## src/design/agc_loop_pkg.sv

```systemverilog
`default_nettype none

package agc_loop_pkg;

    //////////////////////////////////////////////////
    // Bus and value types

    typedef logic [7:0]         wb_addr_t;    // Byte address
    typedef logic [31:0]        wb_data_t;
    typedef logic [16:0]        agc_scale_t;  // Unsigned gain
    typedef logic signed [15:0] agc_offset_t;

    typedef struct packed {
        logic     cyc;
        logic     stb;
        logic     we;
        wb_addr_t adr;
        wb_data_t dat;
    } wb_req_s;

    typedef struct packed {
        logic     ack;
        wb_data_t dat;
    } wb_rsp_s;

    // Last word first, so status word 0 lands in the low bits
    typedef struct packed {
        wb_data_t offset;     // Word 5
        wb_data_t scale;      // Word 4
        wb_data_t under_cnt;  // Word 3
        wb_data_t over_cnt;   // Word 2
        wb_data_t ms;         // Word 1, mean square
        wb_data_t ctrl;       // Word 0, control/status
    } agc_info_s;

    localparam int INFO_WORDS  = 6;
    localparam int WORD_SCALE  = 4;
    localparam int WORD_OFFSET = 5;

    typedef wb_data_t [INFO_WORDS-1:0] info_words_t;  // Indexable view of agc_info_s

    //////////////////////////////////////////////////
    // Loop tuning

    localparam int unsigned TIMESCALE_RED_BITS = 4;
    localparam int unsigned MS_SHIFT           = 17 - TIMESCALE_RED_BITS;
    localparam int unsigned TARGET_RMS_SQ      = 16;
    localparam int unsigned RMS_SQ_ERR         = 0;
    localparam int unsigned OFFSET_ERR         = 5;   // Allowed over/under imbalance

    localparam agc_scale_t  SCALE_DELTA  = 17'd30;
    localparam agc_offset_t OFFSET_DELTA = 16'sd25;
    localparam agc_scale_t  SCALE_MIN    = 17'd300;     // Scale held at or below this
    localparam agc_scale_t  SCALE_MAX    = 17'd130000;  // and at or above this
    localparam agc_scale_t  START_SCALE  = 17'd1800;
    localparam agc_offset_t START_OFFSET = 16'sd0;

    localparam int unsigned BOOT_DELAY = 31;

    //////////////////////////////////////////////////
    // Downstream register map and commands

    localparam wb_addr_t ADDR_CTRL   = 8'h00;
    localparam wb_addr_t ADDR_SCALE  = 8'h10;
    localparam wb_addr_t ADDR_OFFSET = 8'h14;

    localparam wb_data_t CMD_START = 32'h0000_0001;
    localparam wb_data_t CMD_RESET = 32'h0000_0004;
    localparam wb_data_t CMD_LOAD  = 32'h0000_0300;
    localparam wb_data_t CMD_APPLY = 32'h0000_0400;

    localparam int unsigned STATUS_DONE_BIT = 1;

    typedef enum logic [3:0] {
        SEQ_BOOT,
        SEQ_WR_SCALE,
        SEQ_WR_OFFSET,
        SEQ_LOAD,
        SEQ_APPLY,
        SEQ_RESET,
        SEQ_START,
        SEQ_POLL,
        SEQ_READ
    } seq_state_e;

    typedef enum logic [1:0] {
        TGT_IDLE,
        TGT_WRITE,
        TGT_READ,
        TGT_ACK
    } tgt_state_e;

    typedef enum logic {
        XFER_IDLE,
        XFER_BUSY
    } xfer_state_e;

endpackage

`default_nettype wire

```

## src/design/agc_bus_master.sv

```systemverilog
`default_nettype none

module agc_bus_master (
    input  logic                   wb_clk_i,
    input  logic                   rst_i,
    input  logic                   start_i,
    input  agc_loop_pkg::wb_addr_t adr_i,
    input  agc_loop_pkg::wb_data_t dat_i,
    input  logic                   we_i,
    output logic                   done_o,
    output agc_loop_pkg::wb_data_t rdata_o,
    output agc_loop_pkg::wb_req_s  req_o,
    input  agc_loop_pkg::wb_rsp_s  rsp_i
);
    import agc_loop_pkg::*;

    xfer_state_e state_q;
    wb_req_s     req_q;    // Drives the bus directly
    wb_data_t    rdata_q;
    logic        done_q;
    logic        ack_seen;

    assign ack_seen = (state_q == XFER_BUSY) && rsp_i.ack;

    //////////////////////////////////////////////////
    // One transfer at a time, held until ack

    always_ff @(posedge wb_clk_i) begin
        if (rst_i) begin
            state_q <= XFER_IDLE;
            req_q   <= '0;
            done_q  <= 1'b0;
        end else begin
            done_q <= 1'b0;
            case (state_q)
                XFER_IDLE: begin
                    if (start_i) begin
                        req_q.cyc <= 1'b1;
                        req_q.stb <= 1'b1;
                        req_q.we  <= we_i;
                        req_q.adr <= adr_i;
                        req_q.dat <= dat_i;
                        state_q   <= XFER_BUSY;
                    end
                end
                XFER_BUSY: begin
                    if (rsp_i.ack) begin
                        req_q   <= '0;     // Whole bus drops with cyc
                        done_q  <= 1'b1;
                        state_q <= XFER_IDLE;
                    end
                end
                default: state_q <= XFER_IDLE;
            endcase
        end
    end

    // Read data captured on the ack
    always_ff @(posedge wb_clk_i) begin
        if (ack_seen) begin
            rdata_q <= rsp_i.dat;
        end
    end

    assign req_o   = req_q;
    assign done_o  = done_q;   // Same cycle as the drop of cyc
    assign rdata_o = rdata_q;

endmodule

`default_nettype wire

```

## src/design/agc_gain_calc.sv

```systemverilog
`default_nettype none

module agc_gain_calc (
    input  agc_loop_pkg::agc_info_s   info_i,
    output agc_loop_pkg::agc_scale_t  scale_o,
    output agc_loop_pkg::agc_offset_t offset_o
);
    import agc_loop_pkg::*;

    wb_data_t    ms_shifted;
    agc_scale_t  cur_scale;
    agc_offset_t cur_offset;
    logic [32:0] over_limit;   // Under-count plus margin
    logic [32:0] under_limit;  // Over-count plus margin

    assign ms_shifted = info_i.ms >> MS_SHIFT;
    assign cur_scale  = info_i.scale[16:0];
    assign cur_offset = info_i.offset[15:0];

    // One extra bit so a large count plus margin cannot wrap
    assign over_limit  = {1'b0, info_i.under_cnt} + 33'(OFFSET_ERR);
    assign under_limit = {1'b0, info_i.over_cnt} + 33'(OFFSET_ERR);

    //////////////////////////////////////////////////
    // Scale steps toward the target mean square

    always_comb begin
        scale_o = cur_scale;
        if (ms_shifted > TARGET_RMS_SQ + RMS_SQ_ERR) begin
            if (cur_scale > SCALE_MIN) begin
                scale_o = cur_scale - SCALE_DELTA;  // Too loud
            end
        end else if (ms_shifted < TARGET_RMS_SQ - RMS_SQ_ERR) begin
            if (cur_scale < SCALE_MAX) begin
                scale_o = cur_scale + SCALE_DELTA;  // Too quiet
            end
        end
    end

    //////////////////////////////////////////////////
    // Offset balances over and under counts

    always_comb begin
        offset_o = cur_offset;
        if ({1'b0, info_i.over_cnt} > over_limit) begin
            offset_o = cur_offset - OFFSET_DELTA;   // 16 bit, wraps
        end else if ({1'b0, info_i.under_cnt} > under_limit) begin
            offset_o = cur_offset + OFFSET_DELTA;
        end
    end

endmodule

`default_nettype wire

```

## src/design/agc_loop_sequencer.sv

```systemverilog
`default_nettype none

module agc_loop_sequencer (
    input  logic                      wb_clk_i,
    input  logic                      rst_i,
    output logic                      start_o,
    output agc_loop_pkg::wb_addr_t    adr_o,
    output agc_loop_pkg::wb_data_t    dat_o,
    output logic                      we_o,
    input  logic                      done_i,
    input  agc_loop_pkg::wb_data_t    rdata_i,
    input  agc_loop_pkg::agc_scale_t  next_scale_i,
    input  agc_loop_pkg::agc_offset_t next_offset_i,
    output agc_loop_pkg::agc_info_s   info_o
);
    import agc_loop_pkg::*;

    seq_state_e  state_q;
    logic [4:0]  boot_cnt_q;
    logic [2:0]  read_idx_q;   // Status word being read, INFO_WORDS when all are in
    logic        busy_q;       // A transfer for this step is in flight
    info_words_t info_q;
    agc_scale_t  scale_q;      // Values for the next write pass
    agc_offset_t offset_q;
    wb_data_t    scale_word;
    wb_data_t    offset_word;
    logic        calc_step;

    assign scale_word  = {15'b0, scale_q};
    assign offset_word = {{16{offset_q[15]}}, offset_q};
    assign calc_step   = (state_q == SEQ_READ) && (read_idx_q == 3'(INFO_WORDS));

    // Every step except boot and the calculation cycle issues one transfer
    assign start_o = !busy_q && (state_q != SEQ_BOOT) && !calc_step;

    //////////////////////////////////////////////////
    // Transfer for the current step

    always_comb begin
        adr_o = ADDR_CTRL;
        dat_o = '0;
        we_o  = 1'b1;
        case (state_q)
            SEQ_WR_SCALE: begin
                adr_o = ADDR_SCALE;
                dat_o = scale_word;
            end
            SEQ_WR_OFFSET: begin
                adr_o = ADDR_OFFSET;
                dat_o = offset_word;
            end
            SEQ_LOAD:  dat_o = CMD_LOAD;
            SEQ_APPLY: dat_o = CMD_APPLY;
            SEQ_RESET: dat_o = CMD_RESET;
            SEQ_START: dat_o = CMD_START;
            SEQ_POLL:  we_o  = 1'b0;        // Status read
            SEQ_READ: begin
                adr_o = wb_addr_t'({read_idx_q, 2'b00});
                we_o  = 1'b0;
            end
            default: we_o = 1'b0;
        endcase
    end

    //////////////////////////////////////////////////
    // Control loop

    always_ff @(posedge wb_clk_i) begin
        if (rst_i) begin
            state_q    <= SEQ_BOOT;
            boot_cnt_q <= '0;
            read_idx_q <= '0;
            busy_q     <= 1'b0;
            info_q     <= '0;
            scale_q    <= START_SCALE;
            offset_q   <= START_OFFSET;
        end else begin
            if (start_o) begin
                busy_q <= 1'b1;
            end else if (done_i) begin
                busy_q <= 1'b0;
            end

            case (state_q)
                SEQ_BOOT: begin
                    if (boot_cnt_q == 5'(BOOT_DELAY - 1)) begin
                        state_q <= SEQ_WR_SCALE;
                    end else begin
                        boot_cnt_q <= boot_cnt_q + 5'd1;
                    end
                end
                SEQ_WR_SCALE:  if (done_i) state_q <= SEQ_WR_OFFSET;
                SEQ_WR_OFFSET: if (done_i) state_q <= SEQ_LOAD;
                SEQ_LOAD:      if (done_i) state_q <= SEQ_APPLY;
                SEQ_APPLY: begin
                    if (done_i) begin
                        info_q[WORD_SCALE]  <= scale_word;  // Now in effect downstream
                        info_q[WORD_OFFSET] <= offset_word;
                        state_q             <= SEQ_RESET;
                    end
                end
                SEQ_RESET: if (done_i) state_q <= SEQ_START;
                SEQ_START: if (done_i) state_q <= SEQ_POLL;
                SEQ_POLL: begin
                    // Not done yet, the next poll goes out after busy clears
                    if (done_i && rdata_i[STATUS_DONE_BIT]) begin
                        read_idx_q <= '0;
                        state_q    <= SEQ_READ;
                    end
                end
                SEQ_READ: begin
                    if (calc_step) begin
                        scale_q  <= next_scale_i;
                        offset_q <= next_offset_i;
                        state_q  <= SEQ_WR_SCALE;
                    end else if (done_i) begin
                        info_q[read_idx_q] <= rdata_i;
                        read_idx_q         <= read_idx_q + 3'd1;
                    end
                end
                default: state_q <= SEQ_BOOT;
            endcase
        end
    end

    assign info_o = agc_info_s'(info_q);

endmodule

`default_nettype wire

```

## src/design/agc_status_target.sv

```systemverilog
`default_nettype none

module agc_status_target (
    input  logic                    wb_clk_i,
    input  logic                    rst_i,
    input  agc_loop_pkg::wb_req_s   req_i,
    output agc_loop_pkg::wb_rsp_s   rsp_o,
    input  agc_loop_pkg::agc_info_s info_i
);
    import agc_loop_pkg::*;

    tgt_state_e  state_q;
    wb_data_t    resp_q;
    info_words_t words;
    logic [3:0]  word_idx;

    assign words    = info_words_t'(info_i);
    assign word_idx = req_i.adr[5:2];

    //////////////////////////////////////////////////
    // Host handshake, ack two cycles after the request

    always_ff @(posedge wb_clk_i) begin
        if (rst_i) begin
            state_q <= TGT_IDLE;
        end else begin
            case (state_q)
                TGT_IDLE: begin
                    if (req_i.cyc && req_i.stb) begin
                        state_q <= req_i.we ? TGT_WRITE : TGT_READ;
                    end
                end
                TGT_WRITE: state_q <= TGT_ACK;  // Writes are ignored
                TGT_READ:  state_q <= TGT_ACK;
                default:   state_q <= TGT_IDLE;
            endcase
        end
    end

    // Bit 6 picks the loop step sizes over the status words
    always_ff @(posedge wb_clk_i) begin
        if (state_q == TGT_READ) begin
            if (req_i.adr[6]) begin
                case (word_idx)
                    4'd0:    resp_q <= {15'b0, SCALE_DELTA};
                    4'd1:    resp_q <= {{16{OFFSET_DELTA[15]}}, OFFSET_DELTA};
                    default: resp_q <= '0;
                endcase
            end else if (word_idx < 4'(INFO_WORDS)) begin
                resp_q <= words[word_idx[2:0]];
            end else begin
                resp_q <= '0;
            end
        end
    end

    assign rsp_o.ack = (state_q == TGT_ACK);
    assign rsp_o.dat = resp_q;

endmodule

`default_nettype wire

```

## src/design/agc_loop_top.sv

```systemverilog
`default_nettype none

module agc_loop_top (
    input  logic                  wb_clk_i,
    input  logic                  rst_i,
    input  agc_loop_pkg::wb_req_s host_req_i,
    output agc_loop_pkg::wb_rsp_s host_rsp_o,
    output agc_loop_pkg::wb_req_s agc_req_o,
    input  agc_loop_pkg::wb_rsp_s agc_rsp_i
);
    import agc_loop_pkg::*;

    // Sequencer to bus master
    logic        xfer_start;
    wb_addr_t    xfer_adr;
    wb_data_t    xfer_dat;
    logic        xfer_we;
    logic        xfer_done;
    wb_data_t    xfer_rdata;

    // Status words and the next pass values
    agc_info_s   info;
    agc_scale_t  next_scale;
    agc_offset_t next_offset;

    agc_loop_sequencer agc_loop_sequencer_i (
        .wb_clk_i      (wb_clk_i),
        .rst_i         (rst_i),
        .start_o       (xfer_start),
        .adr_o         (xfer_adr),
        .dat_o         (xfer_dat),
        .we_o          (xfer_we),
        .done_i        (xfer_done),
        .rdata_i       (xfer_rdata),
        .next_scale_i  (next_scale),
        .next_offset_i (next_offset),
        .info_o        (info)
    );

    agc_bus_master agc_bus_master_i (
        .wb_clk_i (wb_clk_i),
        .rst_i    (rst_i),
        .start_i  (xfer_start),
        .adr_i    (xfer_adr),
        .dat_i    (xfer_dat),
        .we_i     (xfer_we),
        .done_o   (xfer_done),
        .rdata_o  (xfer_rdata),
        .req_o    (agc_req_o),
        .rsp_i    (agc_rsp_i)
    );

    agc_gain_calc agc_gain_calc_i (
        .info_i   (info),
        .scale_o  (next_scale),
        .offset_o (next_offset)
    );

    agc_status_target agc_status_target_i (
        .wb_clk_i (wb_clk_i),
        .rst_i    (rst_i),
        .req_i    (host_req_i),
        .rsp_o    (host_rsp_o),
        .info_i   (info)
    );

endmodule

`default_nettype wire

```

## config.mk

```make
export PLATFORM = sky130hd
export DESIGN_NAME = agc_loop_top
export DESIGN_NICKNAME = d
export VERILOG_FILES = /design/src/design/agc_loop_pkg.sv /design/src/design/agc_bus_master.sv /design/src/design/agc_gain_calc.sv /design/src/design/agc_loop_sequencer.sv /design/src/design/agc_status_target.sv /design/src/design/agc_loop_top.sv
export SDC_FILE = /design/constraint.sdc
export NUM_CORES = 1
export LEC_CHECK = 0
export ABC_AREA = 1
export BUFFER_PORTS_ARGS = -buffer_cell sky130_fd_sc_hd__buf_2
export CAP_MARGIN = 40
export CORE_MARGIN = 5
export CORE_UTILIZATION = 26
export DETAILED_ROUTE_END_ITERATION = 8
export GPL_ROUTABILITY_DRIVEN = 1
export SLEW_MARGIN = 20
export SYNTH_ARGS = -nofsm -noshare
export SYNTH_HDL_FRONTEND = slang
export SYNTH_SLANG_ARGS = --single-unit
export TNS_END_PERCENT = 10
```

## constraint.sdc

```tcl
create_clock -name wb_clk_i -period 6.5 [get_ports wb_clk_i]
set_input_delay 0.65 -clock wb_clk_i [delete_from_list [all_inputs] [get_ports wb_clk_i]]
set_output_delay 0.65 -clock wb_clk_i [all_outputs]
set_load 0.005 [all_outputs]
```

Yosys cells after proc, flatten, opt, wreduce, memory -nomap -nowiden
Cells that the tools add are included.

storage, ports and cells
  register bits = 349
  input port bits = 78
  output and inout port bits = 76
  logic and storage cells = 144

cells by class
  add/subtract/negate cells = 8
  magnitude comparators = 10
  eq/ne operators = 28
  mux-type cells = 47
  bitwise gates (word level) = 3
  reductions and logical operators = 26

operators with widths
  kind                                                            count
  2-to-1 mux 192 bit                                              2
  bitwise mux 192 bit                                             1
  one-hot mux 32 bit (6 select lines)                             1
  2-to-1 mux 32 bit                                               4
  one-hot mux 64 bit (2 select lines)                             1
  binary-select mux 32 bit (select 3 bit)                         1
  demux 32 bit (select 3 bit)                                     1
  2-to-1 mux 43 bit                                               2
  one-hot mux 43 bit (2 select lines)                             1
  2-to-1 mux 17 bit                                               4
  adder 32 x 3 -> 33 bit, second input constant                   2
  greater-than comparator 32 x 33 -> 1 bit                        2
  2-to-1 mux 64 bit                                               1
  2-to-1 mux 4 bit                                                9
  one-hot mux 4 bit (9 select lines)                              1
  2-to-1 mux 16 bit                                               2
  != test 2 x 1 -> 1 bit, second input constant                   12
  greater-than comparator 19 x 5 -> 1 bit, second input constant  1
  < comparator 19 x 5 -> 1 bit, second input constant             1
  adder 17 x 5 -> 17 bit, second input constant                   1
  greater-than comparator 17 x 9 -> 1 bit, second input constant  1
  < comparator 17 bit, second input constant                      1
  subtractor 17 x 5 -> 17 bit, second input constant              1
  adder 16 x 6 -> 16 bit, second input constant                   1
  other kinds (36)                                                68

Depth between registers and ports, before layout
  word-level depth = 8
  gate-level depth with buffers = 29
  gate-level depth less buffers = 28

Cells and area by module
Synthesis repeated with hierarchy kept, for this count alone.

unflattened totals
  cell total of the unflattened synthesis = 3,097
  area, all modules = 20,900.0 µm²

by module, submodules not included
  module              instances  cells an instance  area an instance (µm²)  sequential area each (µm²)
  agc_loop_sequencer  1          1,399              9,900.7                 4,764.6
  agc_gain_calc       1          971                5,440.2                 0.0
  agc_status_target   1          498                2,996.6                 1,001.0
  agc_bus_master      1          229                2,562.5                 1,841.8

Least setup slack after synthesis
Ideal clock, no wire load.

  path kind = reg-to-reg
  start point = reg agc_loop_sequencer_i.info_q, in the netlist agc_loop_sequencer_i.info_o[64]
  end point = reg agc_loop_sequencer_i.offset_q[1]
  data arrival time = 3,212 ps
  data required time = 6,444 ps
  slack = 3,232 ps
  cell stages (with the launch flop) = 26
  path buffers = 0
  cells stage by stage = dfxtp_1 ha_1 nor2_1 nor2_2 nand4_2 nor2_2 inv_1 nor2_1 inv_1 nor3_1 xor2_1 ha_1 nand2_1 nor2_1 nand3_1 nor3_1 nand3_1 nor2_1 inv_2 nand2_4 nand2_1 clkinv_1 nand2_1 nand3b_1 nand2_1 inv_1

between the ends
  cells in the longest elaborated chain, start to end = 4

ends and longest elaborated chain
  element                                   line                       source
  start, declared                           agc_loop_sequencer.sv:22   info_words_t info_q;
  start signal, assigned by index           agc_loop_sequencer.sv:97   info_q[WORD_SCALE] <= scale_word;
  start signal, assigned by index           agc_loop_sequencer.sv:98   info_q[WORD_OFFSET] <= offset_word;
  start signal, assigned by index           agc_loop_sequencer.sv:117  info_q[read_idx_q] <= rdata_i;
  adder 32 x 3 -> 33 bit                    agc_gain_calc.sv:22        assign under_limit = {1'b0, info_i.over_cnt} + 33'(OFFSET_ERR);
  greater-than comparator 32 x 33 -> 1 bit  agc_gain_calc.sv:47        end else if ({1'b0, info_i.under_cnt} > under_limit) begin
  2-to-1 mux 16 bit                         agc_gain_calc.sv:47
  2-to-1 mux 16 bit (*)                     agc_gain_calc.sv:45        if ({1'b0, info_i.over_cnt} > over_limit) begin
  end signal, assigned                      agc_loop_sequencer.sv:114  offset_q <= next_offset_i;
  end, declared                             agc_loop_sequencer.sv:24   agc_offset_t offset_q;

Every way passes the cells marked *; elsewhere a longest branch is shown, timed or not.
A chain may end at the register's enable or synchronous reset.

Final worst setup path
  start point = reg agc_loop_sequencer_i.info_q, in the netlist agc_loop_sequencer_i.info_o[97]
  end point = reg agc_loop_sequencer_i.offset_q[6]

between the ends
  cells in the longest elaborated chain, start to end = 3

ends and longest elaborated chain
  element                                                                             line
  adder 32 x 3 -> 33 bit or greater-than comparator 32 x 33 -> 1 bit (tied branches)  agc_gain_calc.sv:21, agc_gain_calc.sv:47
  greater-than comparator 32 x 33 -> 1 bit or 2-to-1 mux 16 bit (tied branches)       agc_gain_calc.sv:45, agc_gain_calc.sv:47
  2-to-1 mux 16 bit (*)                                                               agc_gain_calc.sv:45

Marked as above.

==> key figures <==
Synthesis
  – Post-Syn Area: about 19,000 µm²
  – Synth warnings: 0
  – Post-synthesis sequential area ratio: between 30% and 40%
  – Syn_area_per_cell: 7.18 µm²
  – Synth top cells by count: 504 x nand2_1, 279 x o21ai_0, 271 x inv_1
  – Post-Synth XOR/XNOR Area: ~3.7%
  – Synthesized instance count: 2,605
  – Synth Area in Simple Gates: 22.0%
  – Compound-gate portion of the synthesized area: about a fifth
  – Most frequent cell after synthesis: nand2_1
  – Area share of the largest cell type after synthesis: 28.3%
  – Largest family of logic cells by synthesized area: simple AND/OR/NAND/NOR gates
  – Adder-Cell Fraction of Synth Area: between 5 and 6%
  – Post-synth top flop: dfxtp_1
  – EDFF count, synth: 64
  – Synth area leader: dfxtp_1
  – Synthesized flop and latch total: between 300 and 400
  – Library cells used by synthesis: 53
  – Top cells by area, synth: dfxtp_1 28%, edfxtp_1 10%, nand2_1 10%
  – Multiplexer share of the synthesized area: 0%
  – Post-synth ARST share: 0%

Detailed routing
  – Wire per inst: between 15 and 20 µm
  – 1st-pass router iterations: 6
  – Via Count: approximately 18,000
  – Routed Antenna Nets: 0
  – Initial DRC count: around 1,900
  – DRC errors left: 0
  – Post-Route WL: ~66 mm
  – Vias/cell: approximately 5.0

Worst setup path
  – Largest fanout on the critical path: 21
  – RR Endpoint: agc_loop_sequencer_i.offset_q[6]
  – Worst Setup SP: agc_loop_sequencer_i.info_o[97]
  – Flop2flop setup slack: 1900 ps
  – Worst r2r src: agc_loop_sequencer_i.info_o[97]
  – Critical path data arrival time: between 5000 and 6000 ps
  – CP endpoint: agc_loop_sequencer_i.offset_q[6]
  – Reg2Reg Depth: 20
  – Setup Crit Path Kind: reg -> reg
  – Critical Path RT: ~6900 ps
  – Critical Path Source Type: flip-flop
  – CP endpoint kind: flip-flop

Clocking
  – Clk root buf: clkbuf_16
  – H-tree depth: 2
  – Clk_lat worst skew: 570 ps
  – Clk sinks: between 300 and 400
  – CTS tree: built
  – # Post-CTS Setup Buffers: 0
  – CTS clock-pin slew for the worst setup and hold paths: approximately 60 ps
  – Post-cts hold buffer count: 0
  – Total CTS buffers: 40
  – Post-cts resize count: 0
  – Clock Path Buffers: 3

Timing
  – Crit path time final: between 4000 and 5000 ps
  – Actual slew at the worst max-slew pin: ~830 ps
  – Fin. Hold Viols: 0
  – RSZ-0062 raised after global routing: false
  – Final Skew: about 32 ps
  – Slew Viols, Final: 0
  – Headroom to the max-slew limit: between 40% and 50%
  – Peak Freq: 0.217 GHz
  – Setup TNS: 0 ps
  – Setup violators final: 0
  – PnR worst setup slack: around 1900 ps
  – Period utilization: 70.8%

Power and ir drop
  – Pwr dens: approximately 250 nW/µm²
  – Peak supply drop: 0.000157 V
  – Power, Total: around 5.4 mW
  – Static leakage: between 8 and 9 nW

Run status
  – Status: finished clean

GRT
  – Largest net degree at the start of global routing: 81
  – Initial antenna violation count: 2
  – Grt ovf: 0
  – Vias in the first global route: 16,600
  – All-layer global routing usage: ~16%
  – First-pass GRT wire length: between 100 and 150 mm

Cells and area
  – Fillers: 7,780
  – Nets@finish: around 2,800
  – Area delta synth->final: 14.8%
  – Non-Filler Instances: around 3,600
  – Share of layout cells above drive strength 1: roughly a tenth

Die
  – Ports: approximately 150
  – Die Span X: roughly 280 µm
  – Core Region: around 70,000 µm²
  – Initial Utilization: 26.2%
  – Die H: between 200 and 300 µm
  – Die footprint: between 70,000 and 80,000 µm²
  – Row cnt: 98

Job
  – # Max-Cap Violations: 0

Place
  – Placed wire-length estimate: roughly 48 mm
  – DP Cell Count: about 3,500
  – Routability cong.: ~0.94
  – Post-place setup slack: 2030 ps
  – I/O Buffers: roughly 110

Min path
  – Hold/Removal Path Class: in -> reg
[through the flow]
| step | area [µm²] | hold slack (ps) | utilization [%] |
|---|---|---|---|
| floorplan | 18700 | 425 | - |
| global placement | 20000 | 436 | 27.9 |
| detailed placement | 20100 | 443 | 28.1 |
| CTS | 21500 | 224 | 30.0 |
| global route | 21500 | 233 | 30.1 |
| finish | 21500 | 255 | 30.1 |
[sequential cells by signal (all words and copies together), names as in the netlist]
name	cells
agc_loop_sequencer_i.read_idx_q	3
agc_loop_sequencer_i.state_q	4
agc_loop_sequencer_i.boot_cnt_q	5
agc_loop_sequencer_i.scale_q	17
agc_status_target_i.state_q	2
agc_loop_sequencer_i.info_o	192
agc_bus_master_i.state_q	1
agc_status_target_i.resp_q	32
agc_bus_master_i.req_o	23
agc_bus_master_i.rdata_o	32
agc_loop_sequencer_i.offset_q	16
agc_bus_master_i.done_o	1
agc_loop_sequencer_i.busy_q	1
[report_power, final]
group,switching (mW),internal [mW]
combinational,0.521,0.219
clock,0.958,1.39
sequential,0.122,2.21
total,1.60,3.82
[critical path, stage by stage (launching register included)]
cell,delay [ps]
dfxtp_1,410
ha_1,210
nor2_1,60
nor2_2,200
nand2_1,160
nor4_2,420
nand4_1,280
nor4_1,290
xor2_1,190
ha_1,260
a21o_1,160
a21oi_1,110
nand2_1,100
nor2_1,230
nand2_1,270
nand2_2,430
inv_1,260
o21ai_0,130
nand3_1,140
nand2_1,100
inv_1,40
[cells in the final DEF, fill, tap and decap left out, types with 35 or more instances in the layout]
cell type / n
a21oi_1: 266
ha_1: 75
xor2_1: 76
nand2_1: 504
nand4_1: 35
o211ai_1: 41
o21ai_0: 279
nor3_1: 44
edfxtp_1: 64
clkbuf_16: 41
nand3_1: 109
dfxtp_1: 265
inv_1: 270
nor2_1: 226
buf_2: 113
[cell families after synthesis]
kind of cell	after synthesis
buf+inv	438
xor+xnor	79
compound gates	713
fa+ha+maj	76
other cells	1
flops	329
simple gates	969
[metal layers]
layer	vias to the layer above	GRT usage (%)	share of wire, %
met5	-	0.0611	0.056
met4	4	5.82	3.4
met3	112	3.34	8.5
met1	8372	23.5	45
li1	8834	-	-
met2	659	24.3	43
[layout make-up]
type	count	area [µm²]	area share [%]
multi-input cells	1842	9740	45.3
repair buffers	144	906	4.22
diodes	1	2.50	0.0116
inverters	286	1080	5.01
clock inverters	22	283	1.32
clock buffers	47	1070	4.97
well taps	950	1190	5.53
flip-flops and latches	329	7230	33.6
[how the worst min path moves through the flow]
stage                                                 from                               end  cells after the start
final                                        agc_rsp_i[26]      agc_bus_master_i.rdata_o[26]                      1
after global routing                         agc_rsp_i[26]      agc_bus_master_i.rdata_o[26]                      1
after CTS                                    agc_rsp_i[26]      agc_bus_master_i.rdata_o[26]                      1
after detailed placement  agc_loop_sequencer_i.info_o[185]  agc_loop_sequencer_i.info_o[185]                      2
after global placement    agc_loop_sequencer_i.info_o[182]  agc_loop_sequencer_i.info_o[182]                      2
after floorplan           agc_loop_sequencer_i.info_o[189]  agc_loop_sequencer_i.info_o[189]                      2
No activity file was read; power rests on OpenSTA's default activity.
